===== config.mk =====
export PLATFORM = sky130hd
export DESIGN_NAME = dem_uart_ahb3
export DESIGN_NICKNAME = d
export VERILOG_FILES = /design/src/verilog/dem_uart_pkg.sv /design/src/verilog/uart_bus_if.sv /design/src/verilog/sync_fifo.sv /design/src/verilog/ahb3_bus_adapter.sv /design/src/verilog/dem_uart_16550.sv /design/src/verilog/dem_uart_emul.sv /design/src/verilog/dem_uart_ahb3.sv
export SDC_FILE = /design/constraint.sdc
export NUM_CORES = 1
export LEC_CHECK = 0
export ABC_AREA = 1
export BUFFER_PORTS_ARGS = -buffer_cell sky130_fd_sc_hd__buf_2
export CORE_ASPECT_RATIO = 1.75
export CORE_MARGIN = 2
export CORE_UTILIZATION = 52
export CTS_CLUSTER_SIZE = 12
export DETAILED_ROUTE_END_ITERATION = 10
export PLACE_DENSITY = 0.74
export SYNTH_ARGS = -nofsm -noshare
export SYNTH_HDL_FRONTEND = slang
export SYNTH_SLANG_ARGS = --single-unit

===== constraint.sdc =====
create_clock -name clk -period 5.3 [get_ports clk]
set_input_delay 0.265 -clock clk [delete_from_list [all_inputs] [get_ports clk]]
set_output_delay 0.265 -clock clk [all_outputs]
set_load 0.01 [all_outputs]

===== src/verilog/dem_uart_pkg.sv =====
package dem_uart_pkg;

  // One flit of the debug interconnect
  // The last flag marks the final word of a packet
  typedef struct packed {
    logic        valid;
    logic        last;
    logic [15:0] data;
  } dii_flit;

  // Type word of a packet that carries characters in either direction
  localparam logic [15:0] DII_TYPE_EVENT = 16'h4000;

  // Type word of the host packet that switches the emulator on
  localparam logic [15:0] DII_TYPE_ACTIVATE = 16'h8000;

  // Outgoing packets are always addressed to the host
  localparam logic [15:0] DII_HOST_ID = 16'h0000;

  // 16550 register indices, word aligned on the bus
  localparam logic [2:0] REG_RBR_THR = 3'd0;
  localparam logic [2:0] REG_IER = 3'd1;
  localparam logic [2:0] REG_IIR = 3'd2;
  localparam logic [2:0] REG_LCR = 3'd3;
  localparam logic [2:0] REG_LSR = 3'd5;
  localparam logic [2:0] REG_SCR = 3'd7;

  // Line status bits
  localparam int LSR_DR = 0;
  localparam int LSR_THRE = 5;
  localparam int LSR_TEMT = 6;

  // Interrupt enable bits
  localparam int IER_ERBFI = 0;
  localparam int IER_ETBEI = 1;

  // Interrupt identification codes
  // Bit 0 set means that no interrupt is pending
  localparam logic [7:0] IIR_NONE = 8'h01;
  localparam logic [7:0] IIR_THRE = 8'h02;
  localparam logic [7:0] IIR_RDA = 8'h04;

endpackage


===== src/verilog/uart_bus_if.sv =====
// Simple request/acknowledge register bus
// The master holds req and the request fields until ack
// ack lasts one cycle and rdata is valid in that cycle
interface uart_bus_if;

  logic       req;
  logic [2:0] addr;
  logic       write;
  logic [7:0] wdata;
  logic       ack;
  logic [7:0] rdata;

  modport master (
    output req, addr, write, wdata,
    input  ack, rdata
  );

  modport slave (
    input  req, addr, write, wdata,
    output ack, rdata
  );

endinterface


===== src/verilog/sync_fifo.sv =====
// Circular buffer with an occupancy counter
// Both sides use a valid/ready handshake, and the head entry is shown without delay
module sync_fifo #(
  parameter type T = logic [7:0],
  parameter int DEPTH = 4
) (
  input  logic clk,
  input  logic arst_n_i,
  input  logic wr_valid_i,
  input  T     wr_data_i,
  output logic wr_ready_o,
  output logic rd_valid_o,
  output T     rd_data_o,
  input  logic rd_ready_i,
  output logic empty_o
);

  // A single entry buffer still needs a one bit pointer
  localparam int AW = (DEPTH > 1) ? $clog2(DEPTH) : 1;
  localparam int CW = $clog2(DEPTH + 1);

  T              mem [DEPTH];
  logic [AW-1:0] wr_ptr;
  logic [AW-1:0] rd_ptr;
  logic [CW-1:0] count;
  logic          push;
  logic          pop;

  // Pointers wrap at DEPTH, which need not be a power of two
  function automatic logic [AW-1:0] next_ptr(input logic [AW-1:0] ptr);
    if (ptr == AW'(DEPTH - 1)) begin
      return '0;
    end
    return ptr + 1'b1;
  endfunction

  assign empty_o = (count == '0);
  assign rd_valid_o = !empty_o;
  assign wr_ready_o = (count != CW'(DEPTH));
  assign push = wr_valid_i && wr_ready_o;
  assign pop = rd_valid_o && rd_ready_i;
  assign rd_data_o = mem[rd_ptr];

  always_ff @(posedge clk or negedge arst_n_i) begin
    if (!arst_n_i) begin
      wr_ptr <= '0;
      rd_ptr <= '0;
      count <= '0;
    end else begin
      if (push) begin
        wr_ptr <= next_ptr(wr_ptr);
      end
      if (pop) begin
        rd_ptr <= next_ptr(rd_ptr);
      end
      // Simultaneous push and pop leave the count unchanged
      case ({push, pop})
        2'b10:   count <= count + 1'b1;
        2'b01:   count <= count - 1'b1;
        default: count <= count;
      endcase
    end
  end

  always_ff @(posedge clk) begin
    if (push) begin
      mem[wr_ptr] <= wr_data_i;
    end
  end

endmodule


===== src/verilog/ahb3_bus_adapter.sv =====
// Bridges AHB3 single transfers onto the register bus
// The address phase is captured, and the data phase becomes one bus request
module ahb3_bus_adapter #(
  parameter int XLEN = 32
) (
  input  logic            clk,
  input  logic            arst_n_i,
  input  logic            hsel_i,
  input  logic [15:0]     haddr_i,
  input  logic [XLEN-1:0] hwdata_i,
  input  logic            hwrite_i,
  input  logic [2:0]      hsize_i,
  input  logic [1:0]      htrans_i,
  output logic [XLEN-1:0] hrdata_o,
  output logic            hready_o,
  output logic            hresp_o,
  uart_bus_if.master      bus
);

  // Largest transfer size that fits the data bus
  localparam logic [2:0] HSIZE_MAX = 3'($clog2(XLEN / 8));

  logic       accept;
  logic       pending;
  logic [2:0] addr_q;
  logic       write_q;

  // NONSEQ and SEQ both have the upper htrans bit set
  // A transfer wider than the bus is illegal and treated like IDLE
  assign accept = hsel_i && htrans_i[1] && hready_o && (hsize_i <= HSIZE_MAX);

  // The data phase stalls until the register block answers
  // hready returns in the ack cycle itself, so the next address phase can overlap
  assign hready_o = !pending || bus.ack;
  assign hresp_o = 1'b0;

  assign bus.req = pending;
  assign bus.addr = addr_q;
  assign bus.write = write_q;

  // Write data is valid during the whole data phase, lane 0 only
  assign bus.wdata = hwdata_i[7:0];

  // Every byte lane sees the register value
  assign hrdata_o = {(XLEN / 8){bus.rdata}};

  always_ff @(posedge clk or negedge arst_n_i) begin
    if (!arst_n_i) begin
      pending <= 1'b0;
    end else if (accept) begin
      pending <= 1'b1;
    end else if (bus.ack) begin
      pending <= 1'b0;
    end
  end

  // Registers are word aligned, so the index sits in address bits 4 to 2
  always_ff @(posedge clk) begin
    if (accept) begin
      addr_q <= haddr_i[4:2];
      write_q <= hwrite_i;
    end
  end

endmodule


===== src/verilog/dem_uart_16550.sv =====
// 16550 style register file on the register bus
// Transmitted characters go through the TX FIFO to the emulator
// Received characters wait in the RX FIFO until the CPU reads RBR
module dem_uart_16550 #(
  parameter int TX_DEPTH = 4,
  parameter int RX_DEPTH = 4
) (
  input  logic       clk,
  input  logic       arst_n_i,
  output logic       out_valid_o,
  output logic [7:0] out_char_o,
  input  logic       out_ready_i,
  input  logic       in_valid_i,
  input  logic [7:0] in_char_i,
  output logic       in_ready_o,
  input  logic       drop_i,
  output logic       irq_o,
  uart_bus_if.slave  bus
);

  import dem_uart_pkg::*;

  logic       thr_write;
  logic       rbr_read;
  logic       stall;
  logic       serve;
  logic       tx_wr_valid;
  logic       tx_wr_ready;
  logic       tx_empty;
  logic       rx_valid;
  logic [7:0] rx_char;
  logic [1:0] ier_q;
  logic [7:0] lcr_q;
  logic [7:0] scr_q;
  logic [7:0] lsr;
  logic [7:0] iir;
  logic [7:0] rdata_d;
  logic [7:0] rdata_q;
  logic       ack_q;

  assign thr_write = bus.req && bus.write && (bus.addr == REG_RBR_THR);

  // A THR write into a full FIFO waits for a free slot
  // With drop set the character is thrown away, so it never waits
  assign stall = thr_write && !drop_i && !tx_wr_ready;

  // A request is served once, in the cycle before its ack
  assign serve = bus.req && !ack_q && !stall;

  assign tx_wr_valid = serve && thr_write && !drop_i;
  assign rbr_read = serve && !bus.write && (bus.addr == REG_RBR_THR);

  sync_fifo #(
    .T     (logic [7:0]),
    .DEPTH (TX_DEPTH)
  ) u_tx_fifo (
    .clk        (clk),
    .arst_n_i   (arst_n_i),
    .wr_valid_i (tx_wr_valid),
    .wr_data_i  (bus.wdata),
    .wr_ready_o (tx_wr_ready),
    .rd_valid_o (out_valid_o),
    .rd_data_o  (out_char_o),
    .rd_ready_i (out_ready_i),
    .empty_o    (tx_empty)
  );

  // A read of RBR pops the head entry, if there is one
  sync_fifo #(
    .T     (logic [7:0]),
    .DEPTH (RX_DEPTH)
  ) u_rx_fifo (
    .clk        (clk),
    .arst_n_i   (arst_n_i),
    .wr_valid_i (in_valid_i),
    .wr_data_i  (in_char_i),
    .wr_ready_o (in_ready_o),
    .rd_valid_o (rx_valid),
    .rd_data_o  (rx_char),
    .rd_ready_i (rbr_read),
    .empty_o    ()
  );

  // There is no shift register behind THR
  // The transmitter counts as empty as soon as the FIFO is
  always_comb begin
    lsr = 8'h00;
    lsr[LSR_DR] = rx_valid;
    lsr[LSR_THRE] = tx_empty;
    lsr[LSR_TEMT] = tx_empty;
  end

  // Received data has priority over the THR empty interrupt
  always_comb begin
    if (ier_q[IER_ERBFI] && rx_valid) begin
      iir = IIR_RDA;
    end else if (ier_q[IER_ETBEI] && tx_empty) begin
      iir = IIR_THRE;
    end else begin
      iir = IIR_NONE;
    end
  end

  assign irq_o = (iir != IIR_NONE);

  // Unused indices read as zero
  always_comb begin
    case (bus.addr)
      REG_RBR_THR: rdata_d = rx_valid ? rx_char : 8'h00;
      REG_IER:     rdata_d = {6'b000000, ier_q};
      REG_IIR:     rdata_d = iir;
      REG_LCR:     rdata_d = lcr_q;
      REG_LSR:     rdata_d = lsr;
      REG_SCR:     rdata_d = scr_q;
      default:     rdata_d = 8'h00;
    endcase
  end

  always_ff @(posedge clk or negedge arst_n_i) begin
    if (!arst_n_i) begin
      ack_q <= 1'b0;
      ier_q <= 2'b00;
      lcr_q <= 8'h00;
      scr_q <= 8'h00;
    end else begin
      ack_q <= serve;
      if (serve && bus.write) begin
        case (bus.addr)
          REG_IER: ier_q <= bus.wdata[1:0];
          REG_LCR: lcr_q <= bus.wdata;
          REG_SCR: scr_q <= bus.wdata;
          default: ;
        endcase
      end
    end
  end

  // read data is held for the ack cycle
  always_ff @(posedge clk) begin
    if (serve) begin
      rdata_q <= rdata_d;
    end
  end

  assign bus.ack = ack_q;
  assign bus.rdata = rdata_q;

endmodule


===== src/verilog/dem_uart_emul.sv =====
// Debug packet side of the UART
// Each transmitted character leaves as one four flit event packet
// Incoming event packets are unpacked into the receive character stream
module dem_uart_emul (
  input  logic                  clk,
  input  logic                  arst_n_i,
  input  logic [15:0]           id_i,
  input  dem_uart_pkg::dii_flit debug_in_i,
  output logic                  debug_in_ready_o,
  output dem_uart_pkg::dii_flit debug_out_o,
  input  logic                  debug_out_ready_i,
  input  logic                  out_valid_i,
  input  logic [7:0]            out_char_i,
  output logic                  out_ready_o,
  output logic                  in_valid_o,
  output logic [7:0]            in_char_o,
  input  logic                  in_ready_i,
  output logic                  drop_o
);

  import dem_uart_pkg::*;

  typedef enum logic [1:0] {
    RX_HDR,
    RX_EVENT,
    RX_ACT,
    RX_SKIP
  } rx_mode_e;

  logic       take;
  logic       tx_busy;
  logic [1:0] tx_cnt;
  logic [7:0] char_q;
  logic       buf_wr_valid;
  logic       buf_wr_ready;
  logic       buf_rd_valid;
  dii_flit    buf_wr_flit;
  dii_flit    buf_rd_flit;
  rx_mode_e   rx_mode;
  logic [1:0] rx_cnt;
  logic       rx_fire;
  logic       active_q;

  // A character is taken only when flit 0 can go into the buffer at once
  // That puts the header on debug_out one cycle later
  assign out_ready_o = !tx_busy && buf_wr_ready;
  assign take = out_valid_i && out_ready_o;

  assign buf_wr_valid = take || tx_busy;

  // Flit 0 host address, flit 1 our id, flit 2 type, flit 3 the character
  // tx_cnt is zero whenever the sequencer is idle
  always_comb begin
    buf_wr_flit.valid = 1'b1;
    buf_wr_flit.last = 1'b0;
    case (tx_cnt)
      2'd0: buf_wr_flit.data = DII_HOST_ID;
      2'd1: buf_wr_flit.data = id_i;
      2'd2: buf_wr_flit.data = DII_TYPE_EVENT;
      default: begin
        buf_wr_flit.data = {8'h00, char_q};
        buf_wr_flit.last = 1'b1;
      end
    endcase
  end

  // The sequencer advances whenever the buffer takes a flit
  always_ff @(posedge clk or negedge arst_n_i) begin
    if (!arst_n_i) begin
      tx_busy <= 1'b0;
      tx_cnt <= 2'd0;
    end else if (take) begin
      tx_busy <= 1'b1;
      tx_cnt <= 2'd1;
    end else if (tx_busy && buf_wr_ready) begin
      if (tx_cnt == 2'd3) begin
        tx_busy <= 1'b0;
        tx_cnt <= 2'd0;
      end else begin
        tx_cnt <= tx_cnt + 2'd1;
      end
    end
  end

  always_ff @(posedge clk) begin
    if (take) begin
      char_q <= out_char_i;
    end
  end

  // Two entries let the sequencer run ahead of a stalled debug_out
  sync_fifo #(
    .T     (dii_flit),
    .DEPTH (2)
  ) u_flit_buf (
    .clk        (clk),
    .arst_n_i   (arst_n_i),
    .wr_valid_i (buf_wr_valid),
    .wr_data_i  (buf_wr_flit),
    .wr_ready_o (buf_wr_ready),
    .rd_valid_o (buf_rd_valid),
    .rd_data_o  (buf_rd_flit),
    .rd_ready_i (debug_out_ready_i),
    .empty_o    ()
  );

  // The stored valid bit is replaced by the buffer occupancy
  always_comb begin
    debug_out_o = buf_rd_flit;
    debug_out_o.valid = buf_rd_valid;
  end

  // Header flits are always accepted
  // Event payload waits for room in the receive FIFO
  assign debug_in_ready_o = (rx_mode == RX_EVENT) ? in_ready_i : 1'b1;
  assign rx_fire = debug_in_i.valid && debug_in_ready_o;

  assign in_valid_o = debug_in_i.valid && (rx_mode == RX_EVENT);
  assign in_char_o = debug_in_i.data[7:0];

  // Characters are dropped until the host has activated the emulator
  assign drop_o = !active_q;

  // rx_cnt counts destination, source and type flits
  always_ff @(posedge clk or negedge arst_n_i) begin
    if (!arst_n_i) begin
      rx_mode <= RX_HDR;
      rx_cnt <= 2'd0;
      active_q <= 1'b0;
    end else if (rx_fire) begin
      case (rx_mode)
        RX_HDR: begin
          if (rx_cnt != 2'd2) begin
            // A packet that ends inside the header is ignored
            rx_cnt <= debug_in_i.last ? 2'd0 : rx_cnt + 2'd1;
          end else begin
            rx_cnt <= 2'd0;
            if (debug_in_i.data == DII_TYPE_ACTIVATE) begin
              // Activation takes effect when the packet is complete
              if (debug_in_i.last) begin
                active_q <= 1'b1;
              end else begin
                rx_mode <= RX_ACT;
              end
            end else if (!debug_in_i.last) begin
              rx_mode <= (debug_in_i.data == DII_TYPE_EVENT) ? RX_EVENT : RX_SKIP;
            end
          end
        end
        default: begin
          // Payload runs up to the flit marked last
          if (debug_in_i.last) begin
            rx_mode <= RX_HDR;
            if (rx_mode == RX_ACT) begin
              active_q <= 1'b1;
            end
          end
        end
      endcase
    end
  end

endmodule


===== src/verilog/dem_uart_ahb3.sv =====
// UART emulation for the debug system with an AHB3 slave port
// hburst, hprot and hmastlock are not needed for single register transfers
module dem_uart_ahb3 #(
  parameter int XLEN = 32,
  parameter int TX_DEPTH = 4,
  parameter int RX_DEPTH = 4
) (
  input  logic                  clk,
  input  logic                  arst_n_i,
  input  logic [15:0]           id_i,
  input  dem_uart_pkg::dii_flit debug_in_i,
  output logic                  debug_in_ready_o,
  output dem_uart_pkg::dii_flit debug_out_o,
  input  logic                  debug_out_ready_i,
  output logic                  irq_o,
  input  logic                  ahb3_hsel_i,
  input  logic [15:0]           ahb3_haddr_i,
  input  logic [XLEN-1:0]       ahb3_hwdata_i,
  output logic [XLEN-1:0]       ahb3_hrdata_o,
  input  logic                  ahb3_hwrite_i,
  input  logic [2:0]            ahb3_hsize_i,
  input  logic [2:0]            ahb3_hburst_i,
  input  logic [3:0]            ahb3_hprot_i,
  input  logic [1:0]            ahb3_htrans_i,
  input  logic                  ahb3_hmastlock_i,
  output logic                  ahb3_hready_o,
  output logic                  ahb3_hresp_o
);

  // Character stream towards the debug side
  logic       out_valid;
  logic [7:0] out_char;
  logic       out_ready;

  // Character stream from the debug side
  logic       in_valid;
  logic [7:0] in_char;
  logic       in_ready;

  logic       drop;

  uart_bus_if bus_if ();

  ahb3_bus_adapter #(
    .XLEN (XLEN)
  ) u_bus_adapter (
    .clk      (clk),
    .arst_n_i (arst_n_i),
    .hsel_i   (ahb3_hsel_i),
    .haddr_i  (ahb3_haddr_i),
    .hwdata_i (ahb3_hwdata_i),
    .hwrite_i (ahb3_hwrite_i),
    .hsize_i  (ahb3_hsize_i),
    .htrans_i (ahb3_htrans_i),
    .hrdata_o (ahb3_hrdata_o),
    .hready_o (ahb3_hready_o),
    .hresp_o  (ahb3_hresp_o),
    .bus      (bus_if.master)
  );

  dem_uart_16550 #(
    .TX_DEPTH (TX_DEPTH),
    .RX_DEPTH (RX_DEPTH)
  ) u_16550 (
    .clk         (clk),
    .arst_n_i    (arst_n_i),
    .out_valid_o (out_valid),
    .out_char_o  (out_char),
    .out_ready_i (out_ready),
    .in_valid_i  (in_valid),
    .in_char_i   (in_char),
    .in_ready_o  (in_ready),
    .drop_i      (drop),
    .irq_o       (irq_o),
    .bus         (bus_if.slave)
  );

  dem_uart_emul u_emul (
    .clk               (clk),
    .arst_n_i          (arst_n_i),
    .id_i              (id_i),
    .debug_in_i        (debug_in_i),
    .debug_in_ready_o  (debug_in_ready_o),
    .debug_out_o       (debug_out_o),
    .debug_out_ready_i (debug_out_ready_i),
    .out_valid_i       (out_valid),
    .out_char_i        (out_char),
    .out_ready_o       (out_ready),
    .in_valid_o        (in_valid),
    .in_char_o         (in_char),
    .in_ready_i        (in_ready),
    .drop_o            (drop)
  );

endmodule


==> results.sh, run 1 <==
export IMPL_clk_pin_slew_ns=0.07
export IMPL_worstPathRequired_ns=5.59
export IMPL_power_switching_mw=1.64
export IMPL_area_delta_synth_final_pct=14.7
export IMPL_r2r_cells=11
export IMPL_worstSetupStartpointType="flip-flop"
export IMPL_reg2reg_slack_ns=2.07
export IMPL_cts_buffers=17
export IMPL_hold_viol=0
export IMPL_synthArstFlopShare=0.280
export IMPL_grt_ovfl_total=0
export IMPL_rsz0062_at_grt="no"
export IMPL_p_sw_frac=0.347
export IMPL_die_area_mm2=0.0151
export IMPL_cts_tree="yes"
export IMPL_tightest_slew_ns=1.08
export IMPL_syn_nets=807
export IMPL_syn_avg_cell_area_um2=10.6
export IMPL_drv_slew=0
export IMPL_start_util=0.530
export IMPL_synth_ff_type="edfxtp_1"
export IMPL_tns_ns=0
export IMPL_cp_end_kind="flip-flop"
export IMPL_clk_latency_ns=0.42
export IMPL_vias_per_cell=5.20
export IMPL_path_class="reg2reg"
export IMPL_fin_crit_sh=0.609
export IMPL_grt_usage=0.197
export IMPL_status="completed"
export IMPL_die_h_um=161
export IMPL_use_met2=0.379
export IMPL_p_clk_frac=0.264
export IMPL_place_port_buffers=106
export IMPL_core_mm2=0.0138
export IMPL_use_met1=0.190
export IMPL_grt_first_pass_wirelength_mm=23.0
export IMPL_gp_congestion=0.847
export IMPL_place_hpwl_mm=10.3
export IMPL_maxCapViolations=0
export IMPL_internal_power_mw=3.10
export IMPL_yosys_area_top_type="edfxtp_1"
export IMPL_period_needed_ns=3.23
export IMPL_setup_viol=0
export IMPL_path_max_fanout=30
export IMPL_critPathTopFamily="compound AO/OA/AOI/OAI gates"
export IMPL_critical_path_depth=11
export IMPL_hold_depth=1
export IMPL_clock_fmax_ghz=0.310
export IMPL_cts_setup_buffers=0
export IMPL_clock_sinks=164
export IMPL_use_met3=0.0429
export IMPL_cts_hold_buf=0
export IMPL_syn_inst=689
export IMPL_htreeDepth=4
export IMPL_post_drt_wl_per_cell_um=14.8
export IMPL_ir_drop_v=0.000277
export IMPL_cp_cell_sequence="nand3_2, nor2_4, a21oi_4, nand2_1, inv_1, ha_1, inv_1, fa_1, a21oi_1, o21ai_0, xor2_1"
export IMPL_synth_top_area_frac=0.484
export IMPL_drive_above_1_share=0.195
export IMPL_power_density_mw_per_mm2=564
export IMPL_grt_max_degree=47
export IMPL_syn_area_mm2=0.00733
export IMPL_drtPass1Iterations=7
export IMPL_antenna_found_initial=0
export IMPL_drt_iter0_markers=248
export IMPL_final_area_mm2=0.00840
export IMPL_antennaDiodeCount=0
export IMPL_path_buf_inv=2
export IMPL_power_mw=4.74
export IMPL_yosysWarnings=0
export IMPL_synth_edf_count=118
export IMPL_io_pins=154
export IMPL_clockBufferDepth=2
export IMPL_row_count=57
export IMPL_cp_slowest_cell="edfxtp_1"
export IMPL_skew_ns=0.0127
export IMPL_seq_power_share=0.444
export IMPL_synth_cell_types=34
export IMPL_place_area_mm2=0.00779
export IMPL_fin_nets=889
export IMPL_cp_arrival_ns=3.52
export IMPL_worst_path_most_repeated_cell="inv_1"
export IMPL_seq_area_frac_synth=0.641
export IMPL_top_usage_layer="met2"
export IMPL_wirelength_mm=14.2
export IMPL_relSlewSlack=0.282
export IMPL_clockRootBuffer="clkbuf_16"
export IMPL_cts_resized=0
export IMPL_combPwrFrac=0.292
export IMPL_synth_seq_cells=164
export IMPL_grt_pass1_vias=5105
export IMPL_die_width_um=93.7
export IMPL_drcViolationCount=0
export IMPL_vias=4998
export IMPL_detail_route_antenna_nets=0
export IMPL_slowest_delay_ns=0.77
export IMPL_hold_path_class="in2reg"
export IMPL_whs_ns=0.0230
export IMPL_leakage_nw=3.66
export IMPL_synth_area_leaders="edfxtp_1 48%, dfrtp_1 16%, nand2_1 8.8%, nor2_1 4.0%, o21ai_0 3.6%"
## final cells by class
cell class	instances	area (um^2)
clock buffer	18	429
clock inverter	14	176
fill	1152	5440
inverter	61	229
multi-input combinational	419	2100
sequential	164	4690
tap	177	221
timing repair buffer	108	546
## synthesized netlist by cell type, types with 4 or more instances
cell type,n
a21oi_1,10
buf_2,10
buf_4,27
clkbuf_1,4
dfrtp_1,46
edfxtp_1,118
ha_1,16
inv_1,57
nand2_1,171
nand3_1,22
nand4_1,25
nor2_1,79
o21ai_0,53
o22ai_1,14
xor2_1,4
## cell families after synthesis
group	count (synthesis)	share of synthesized area
simple gates	311	0.184
flops	164	0.641
buf+inv	106	0.0721
compound gates	81	0.0603
fa+ha+maj	18	0.0328
xor+xnor	7	0.00837
other cells	1	0.000512
mux	1	0.00154
## flip-flops by register name, summed over array words and instances, names as in the netlist, 3 cells and up
name and flops:
u_emul.char_q 8, u_16550.bus.rdata 8, u_emul.u_flit_buf.mem 34, u_16550.u_tx_fifo.mem 32, u_16550.u_rx_fifo.count 3, u_16550.lcr_q 8, u_16550.u_rx_fifo.mem 32, u_16550.u_tx_fifo.count 3
u_bus_adapter.bus.addr 3, u_16550.scr_q 8
## worst paths after layout
| check | endpoint | start |
|---|---|---|
| setup / recovery | u_16550.u_rx_fifo.count[2] | u_bus_adapter.bus.write |
| hold / removal | u_bus_adapter.bus.write | ahb3_hwrite_i |
| setup reg to reg | u_16550.u_rx_fifo.count[2] | u_bus_adapter.bus.write |
| hold reg to reg | u_emul.active_q | u_emul.active_q |
| max in group asynchronous | u_16550.scr_q[1] | arst_n_i |
| min in group asynchronous | u_16550.lcr_q[5] | arst_n_i |
## layout by cell type, fill, tap and decap left out, types with 4 or more instances in the layout
cell,n
nand4_1,25
inv_1,57
a21oi_1,10
inv_6,6
buf_2,106
o22ai_1,14
dfrtp_1,46
xor2_1,4
ha_1,16
clkinvlp_4,4
clkbuf_16,17
nor2_1,79
nand2_1,171
o21ai_0,53
nand3_1,22
edfxtp_1,118
## per-stage QoR
stage                util  instances  setup WS, ns
finish              0.607        961          2.07
floorplan               -        689          3.15
detailed placement  0.563        929          2.12
global route        0.607        961          1.80
global placement    0.563        929          2.23
CTS                 0.607        961          2.07
## metal layers
layer	wire length (um)	part of all wire
met1	5010	0.35
met2	8190	0.58
met3	686	0.048
met4	352	0.025
met5	0	0
## power by group through the flow
stage                     clock network (mW)  logic, mW  registers, mW
after floorplan                            0       1.09           2.03
after global placement                     0       1.33           2.10
after detailed placement                   0       1.39           2.12
after CTS                               1.27       1.41           2.10
after global routing                    1.32       1.58           2.14
final                                   1.25       1.39           2.10
No activity file was read; power rests on OpenSTA's default activity.
==> run 2: changes to the inputs <==
--- a/config.mk
+++ b/config.mk
@@ -5,11 +5,11 @@
 export SDC_FILE = /design/constraint.sdc
 export NUM_CORES = 1
 export LEC_CHECK = 0
-export ABC_AREA = 1
+export ABC_AREA = 0
 export BUFFER_PORTS_ARGS = -buffer_cell sky130_fd_sc_hd__buf_2
 export CORE_ASPECT_RATIO = 1.75
 export CORE_MARGIN = 2
-export CORE_UTILIZATION = 52
+export CORE_UTILIZATION = 49
 export CTS_CLUSTER_SIZE = 12
 export DETAILED_ROUTE_END_ITERATION = 10
 export PLACE_DENSITY = 0.74
==> constraint.sdc (replaced) <==
create_clock -name clk -period 2.63 [get_ports clk]
set_input_delay 0.1315 -clock clk [delete_from_list [all_inputs] [get_ports clk]]
set_output_delay 0.1315 -clock clk [all_outputs]
set_load 0.01 [all_outputs]
==> results.sh, run 2 <==
export IMPL_status="completed"
export IMPL_synth_common_cells="118 x edfxtp_1, 46 x dfrtp_1, 46 x mux2_2, 27 x buf_4, 25 x nand2_1"
export IMPL_tightest_slew_ns=1.07
export IMPL_grt_usage=0.186
export IMPL_place_hpwl_mm=9.80
export IMPL_seq_area_frac_synth=0.659
export IMPL_syn_avg_cell_area_um2=15.4
export IMPL_skew_ns=0.00932
export IMPL_mostFrequentLayoutCell="edfxtp_1"
export IMPL_drv_slew=0
export IMPL_syn_area_mm2=0.00713
export IMPL_drcViolationCount=0
export IMPL_clock_sinks=164
export IMPL_hold_path_class="in2reg"
export IMPL_yosys_area_top_type="edfxtp_1"
export IMPL_placed_cells=719
export IMPL_wl_met3_um=547
export IMPL_syn_inst=463
export IMPL_io_pins=154
export IMPL_path_max_fanout=5
export IMPL_core_mm2=0.0143
export IMPL_wl_met2_mm=8.02
export IMPL_gp_congestion=0.792
export IMPL_post_drt_wl_per_cell_um=17.6
export IMPL_wl_met1_mm=4.73
export IMPL_power_density_mw_per_mm2=1090
export IMPL_synthArstFlopShare=0.280
export IMPL_place_port_buffers=106
export IMPL_critPathTopFamily="simple AND/OR/NAND/NOR gates"
export IMPL_cp_slowest_cell="dfrtp_1"
export IMPL_fillerInstances=1097
export IMPL_hold_viol=0
export IMPL_synth_seq_cells=164
export IMPL_ff_latch_area_mm2=0.00469
export IMPL_clk_pin_slew_ns=0.07
export IMPL_ir_drop_v=0.000568
export IMPL_fin_nets=697
export IMPL_reg_largest_list="u_emul.u_flit_buf.mem x34, u_16550.u_rx_fifo.mem x32, u_16550.u_tx_fifo.mem x32"
export IMPL_htreeDepth=4
export IMPL_grt_pass1_vias=4371
export IMPL_period_needed_ns=2.37
export IMPL_vias_per_cell=5.22
export IMPL_synth_edf_count=118
export IMPL_synth_area_leaders="edfxtp_1 50%, dfrtp_1 16%, mux2_2 7.3%, mux4_2 4.7%, buf_4 2.8%"
export IMPL_antennaDiodeCount=0
export IMPL_synth_most_common_cell="edfxtp_1"
export IMPL_synth_cell_types=49
export IMPL_area_delta_synth_final_pct=18.9
export IMPL_cts_buffers=17
export IMPL_drive_above_1_share=0.367
export IMPL_cp_arrival_ns=2.71
export IMPL_grt_first_pass_wirelength_mm=21.7
export IMPL_syn_nets=581
export IMPL_fin_crit_sh=0.900
export IMPL_dr_max_layer_used="met4"
export IMPL_rsz0062_at_grt="no"
export IMPL_leakage_nw=3.36
export IMPL_power_mw=9.20
export IMPL_wirelength_mm=13.6
export IMPL_slowest_delay_ns=0.42
export IMPL_setup_viol=0
export IMPL_cts_hold_buf=21
export IMPL_yosysWarnings=0
export IMPL_maxCapViolations=0
export IMPL_clk_latency_ns=0.42
export IMPL_stdcell_count=772
export IMPL_die_area_mm2=0.0156
export IMPL_relSlewSlack=0.285
export IMPL_drt_iter0_markers=194
export IMPL_whs_ns=0.00883
export IMPL_die_width_um=95.2
export IMPL_tns_ns=0
export IMPL_timing_final_ws_setup_ns=0.263
export IMPL_start_util=0.499
export IMPL_drtPass1Iterations=4
export IMPL_synth_top_area_frac=0.497
export IMPL_clockRootBuffer="clkbuf_16"
export IMPL_clock_fmax_ghz=0.423
export IMPL_grt_max_degree=47
export IMPL_place_area_mm2=0.00770
export IMPL_multi_input_area_mm2=0.00210
export IMPL_top_register="u_emul.u_flit_buf.mem"
export IMPL_row_count=58
export IMPL_final_util=0.593
export IMPL_cts_resized=0
export IMPL_dpl_worst_slack_ns=0.296
export IMPL_path_class="reg2reg"
export IMPL_die_h_um=164
export IMPL_grt_ovfl_total=0
export IMPL_clockBufferDepth=2
export IMPL_vias=4029
export IMPL_synth_ff_type="edfxtp_1"
export IMPL_antenna_found_initial=0
export IMPL_largest_reg_flops=34
export IMPL_worstSetupStartpointType="flip-flop"
export IMPL_final_cell_mix="118 x edfxtp_1, 106 x buf_2, 46 x mux2_2, 46 x dfrtp_1, 25 x nand2_1"
export IMPL_cp_end_kind="flip-flop"
export IMPL_path_buf_inv=2
export IMPL_final_area_mm2=0.00848
export IMPL_cts_tree="yes"
export IMPL_cts_setup_buffers=0
export IMPL_worstPathRequired_ns=2.97
export IMPL_cp_cell_sequence="and2b_1, inv_1, nor3b_4, inv_1, ha_1, fa_1, xnor2_1, nor2_1, xnor2_1"
export IMPL_detail_route_antenna_nets=0
run 2: changes by cell type after synthesis, moves of 8 or more:
cell	delta
a21oi_1	-8
and2_1	+16
inv_1	-36
mux2_2	+45
mux2i_1	+8
mux4_2	+15
nand2_1	-146
nand3_1	-18
nand4_1	-22
nor2_1	-64
o21ai_0	-35
o22ai_1	-10
run 2: where the power goes:
group / internal [mW] / switching, mW
sequential: 3.67 / 0.547
clock: 1.28 / 1.09
combinational: 1.30 / 1.31
run 2: kinds of logic after synthesis:
kind of cell    count (synthesis)  share of synthesized area
flops                         164                      0.659
simple gates                   99                     0.0776
mux                            69                      0.131
buf+inv                        60                     0.0467
compound gates                 41                     0.0379
fa+ha+maj                      18                     0.0337
xor+xnor                       11                     0.0135
other cells                     1                   0.000526
run 2: path summary, 6_finish.rpt:
kind,startpoint,end,slack (ns),depth (start not counted)
max in group asynchronous,arst_n_i,u_16550.u_tx_fifo.wr_ptr[1],1.51,2
max reg2reg,u_16550.bus.ack,u_16550.u_tx_fifo.count[2],0.26,9
max,u_16550.bus.ack,u_16550.u_tx_fifo.count[2],0.26,9
min in group asynchronous,arst_n_i,u_16550.u_rx_fifo.wr_ptr[1],0.45,2
min,debug_in_i[14],u_emul.rx_mode[0],0.009,3
min reg2reg,u_emul.u_flit_buf.wr_ptr,u_emul.u_flit_buf.wr_ptr,0.50,1
run 2: final cells by class:
| cell class | count | area share |
|---|---|---|
| inverters | 21 | 0.00930 |
| clock buffers | 18 | 0.0518 |
| well taps | 180 | 0.0266 |
| multi-input cells | 239 | 0.248 |
| clock inverters | 14 | 0.0154 |
| repair buffers | 136 | 0.0954 |
| flip-flops and latches | 164 | 0.554 |
run 2: worst min-delay path, delay by kind of cell:
| kind | cells | cell delay, ns |
|---|---|---|
| simple gates | 1 | 0.05 |
| buf+inv | 1 | 0.08 |
| compound gates | 1 | 0.12 |
run 2: metal layers:
layer / track usage / vias up
met5: 0 / -
met4: 0.0725 / 0
met3: 0.0397 / 18
met2: 0.357 / 104
met1: 0.190 / 1978
li1: - / 1929
==> run 3: changes to the inputs <==
--- a/config.mk
+++ b/config.mk
@@ -9,10 +9,10 @@
 export BUFFER_PORTS_ARGS = -buffer_cell sky130_fd_sc_hd__buf_2
 export CORE_ASPECT_RATIO = 1.75
 export CORE_MARGIN = 2
-export CORE_UTILIZATION = 49
+export CORE_UTILIZATION = 52
 export CTS_CLUSTER_SIZE = 12
 export DETAILED_ROUTE_END_ITERATION = 10
-export PLACE_DENSITY = 0.74
+export PLACE_DENSITY = 0.75
 export SYNTH_ARGS = -nofsm -noshare
 export SYNTH_HDL_FRONTEND = slang
 export SYNTH_SLANG_ARGS = --single-unit
==> constraint.sdc (replaced) <==
create_clock -name clk -period 2.7 [get_ports clk]
set_input_delay 0.135 -clock clk [delete_from_list [all_inputs] [get_ports clk]]
set_output_delay 0.135 -clock clk [all_outputs]
set_load 0.01 [all_outputs]
==> results.sh, run 3 (synthesis results as in run 2) <==
export IMPL_status="completed"
export IMPL_final_cell_mix="118 x edfxtp_1, 106 x buf_2, 46 x mux2_2, 46 x dfrtp_1, 25 x nand2_1"
export IMPL_tightest_slew_ns=1.07
export IMPL_drt_iter0_markers=189
export IMPL_cp_arrival_ns=2.63
export IMPL_min_delay_start="id_i[10]"
export IMPL_antenna_found_initial=0
export IMPL_leakage_nw=3.38
export IMPL_grt_pass1_vias=4176
export IMPL_reg2reg_slack_ns=0.37
export IMPL_die_width_um=92.5
export IMPL_crit_reg2reg_launch="u_16550.u_tx_fifo.count[0]"
export IMPL_ir_drop_v=0.000657
export IMPL_place_hpwl_mm=9.16
export IMPL_mostFrequentLayoutCell="edfxtp_1"
export IMPL_area_delta_synth_final_pct=19.6
export IMPL_grt_first_pass_wirelength_mm=20.7
export IMPL_drtPass1Iterations=5
export IMPL_grt_max_degree=47
export IMPL_maxCapViolations=0
export IMPL_htreeDepth=4
export IMPL_clk_latency_ns=0.42
export IMPL_largest_reg_flops=34
export IMPL_grt_usage=0.184
export IMPL_clock_fmax_ghz=0.429
export IMPL_vias=4076
export IMPL_detail_route_antenna_nets=0
export IMPL_grt_ovfl_total=0
export IMPL_tns_ns=0
export IMPL_row_count=56
export IMPL_cts_buffers=17
export IMPL_gp_congestion=0.775
export IMPL_drv_slew=0
export IMPL_die_area_mm2=0.0147
export IMPL_whs_ns=0.0271
export IMPL_wirelength_mm=12.8
export IMPL_post_drt_wl_per_cell_um=16.8
export IMPL_core_mm2=0.0134
export IMPL_worstSetupStartpointType="flip-flop"
export IMPL_vias_per_cell=5.32
export IMPL_skew_ns=0.00900
export IMPL_power_density_mw_per_mm2=1070
export IMPL_final_area_mm2=0.00852
export IMPL_place_area_mm2=0.00768
export IMPL_clockRootBuffer="clkbuf_16"
export IMPL_relSlewSlack=0.283
export IMPL_drcViolationCount=0
export IMPL_antennaDiodeCount=0
export IMPL_hold_path_class="in2reg"
export IMPL_fin_crit_sh=0.863
export IMPL_clk_pin_slew_ns=0.06
export IMPL_clockBufferDepth=2
export IMPL_setup_viol=0
export IMPL_fin_nets=697
export IMPL_path_max_fanout=11
export IMPL_clock_sinks=164
export IMPL_reg_largest_list="u_emul.u_flit_buf.mem x34, u_16550.u_rx_fifo.mem x32, u_16550.u_tx_fifo.mem x32"
export IMPL_rsz0062_at_grt="no"
export IMPL_place_port_buffers=106
export IMPL_top_register="u_emul.u_flit_buf.mem"
export IMPL_io_pins=154
export IMPL_crit_start="u_16550.u_tx_fifo.count[0]"
export IMPL_drive_above_1_share=0.367
export IMPL_path_class="reg2reg"
export IMPL_worstPathRequired_ns=3.00
export IMPL_start_util=0.533
export IMPL_period_needed_ns=2.33
export IMPL_hold_viol=0
export IMPL_cp_end_kind="flip-flop"
export IMPL_fillerInstances=979
export IMPL_die_h_um=159
export IMPL_cts_tree="yes"
export IMPL_cts_setup_buffers=0
==> run 3: path summary, 6_finish.rpt <==
kind / cells after the start / end
min in group asynchronous: 2 / u_16550.u_rx_fifo.wr_ptr[1]
max: 6 / u_16550.u_tx_fifo.count[1]
max in group asynchronous: 2 / u_16550.scr_q[2]
max reg2reg: 6 / u_16550.u_tx_fifo.count[1]
min reg2reg: 1 / u_emul.u_flit_buf.count[1]
min: 2 / u_emul.u_flit_buf.mem[1][10]
==> run 3: where the power goes <==
| part | total (mW) | internal (mW) | switching [mW] |
|---|---|---|---|
| Combinational | 2.51 | 1.26 | 1.25 |
| Sequential | 4.11 | 3.58 | 0.530 |
| Clock | 2.49 | 1.48 | 1.01 |
==> run 3: cell type report <==
cell class | count | area, um^2 | share of cell area
clock buffer | 17 | 425 | 0.0499
clock inverter | 15 | 194 | 0.0228
inverter | 21 | 78.8 | 0.00925
multi-input combinational | 239 | 2100 | 0.247
sequential | 164 | 4690 | 0.551
tap | 174 | 218 | 0.0255
timing repair buffer | 136 | 811 | 0.0951
==> run 3: layer usage <==
metal  vias to the layer above  routed length, um  track usage
met3                        22                526       0.0413
met2                       113               7470        0.351
met1                      2020               4560        0.187
met5                         -                  0            0
li1                       1921                  -            -
met4                         0                281       0.0780
==> run 3: metrics by stage <==
stage          power, mW  utilization  instances  setup WS, ns
3_5_place_dp        6.66        0.574        712        0.0790
2_1_floorplan       5.93            -        463         0.454
4_1_cts             9.18        0.636        765        0.0704
6_report            9.11        0.637        766         0.369
3_3_place_gp        6.50        0.574        712         0.208
5_1_grt             9.62        0.637        766         0.186
==> run 3: critical path, cell delays in order, from the launching register on <==
cell     delay [ns]
dfrtp_1        0.44
or3_1          0.23
nand2_1        0.08
nor2_2         0.44
ha_1           0.32
fa_1           0.43
mux2_2         0.27
==> run 3: repair_timing <==
action / 4_1_cts / 5_1_grt
endpoints found under the hold margin: 111 / 4
gates resized for setup: 0 / 1
hold buffers: 21 / 1
setup endpoints to repair: 0 / 1
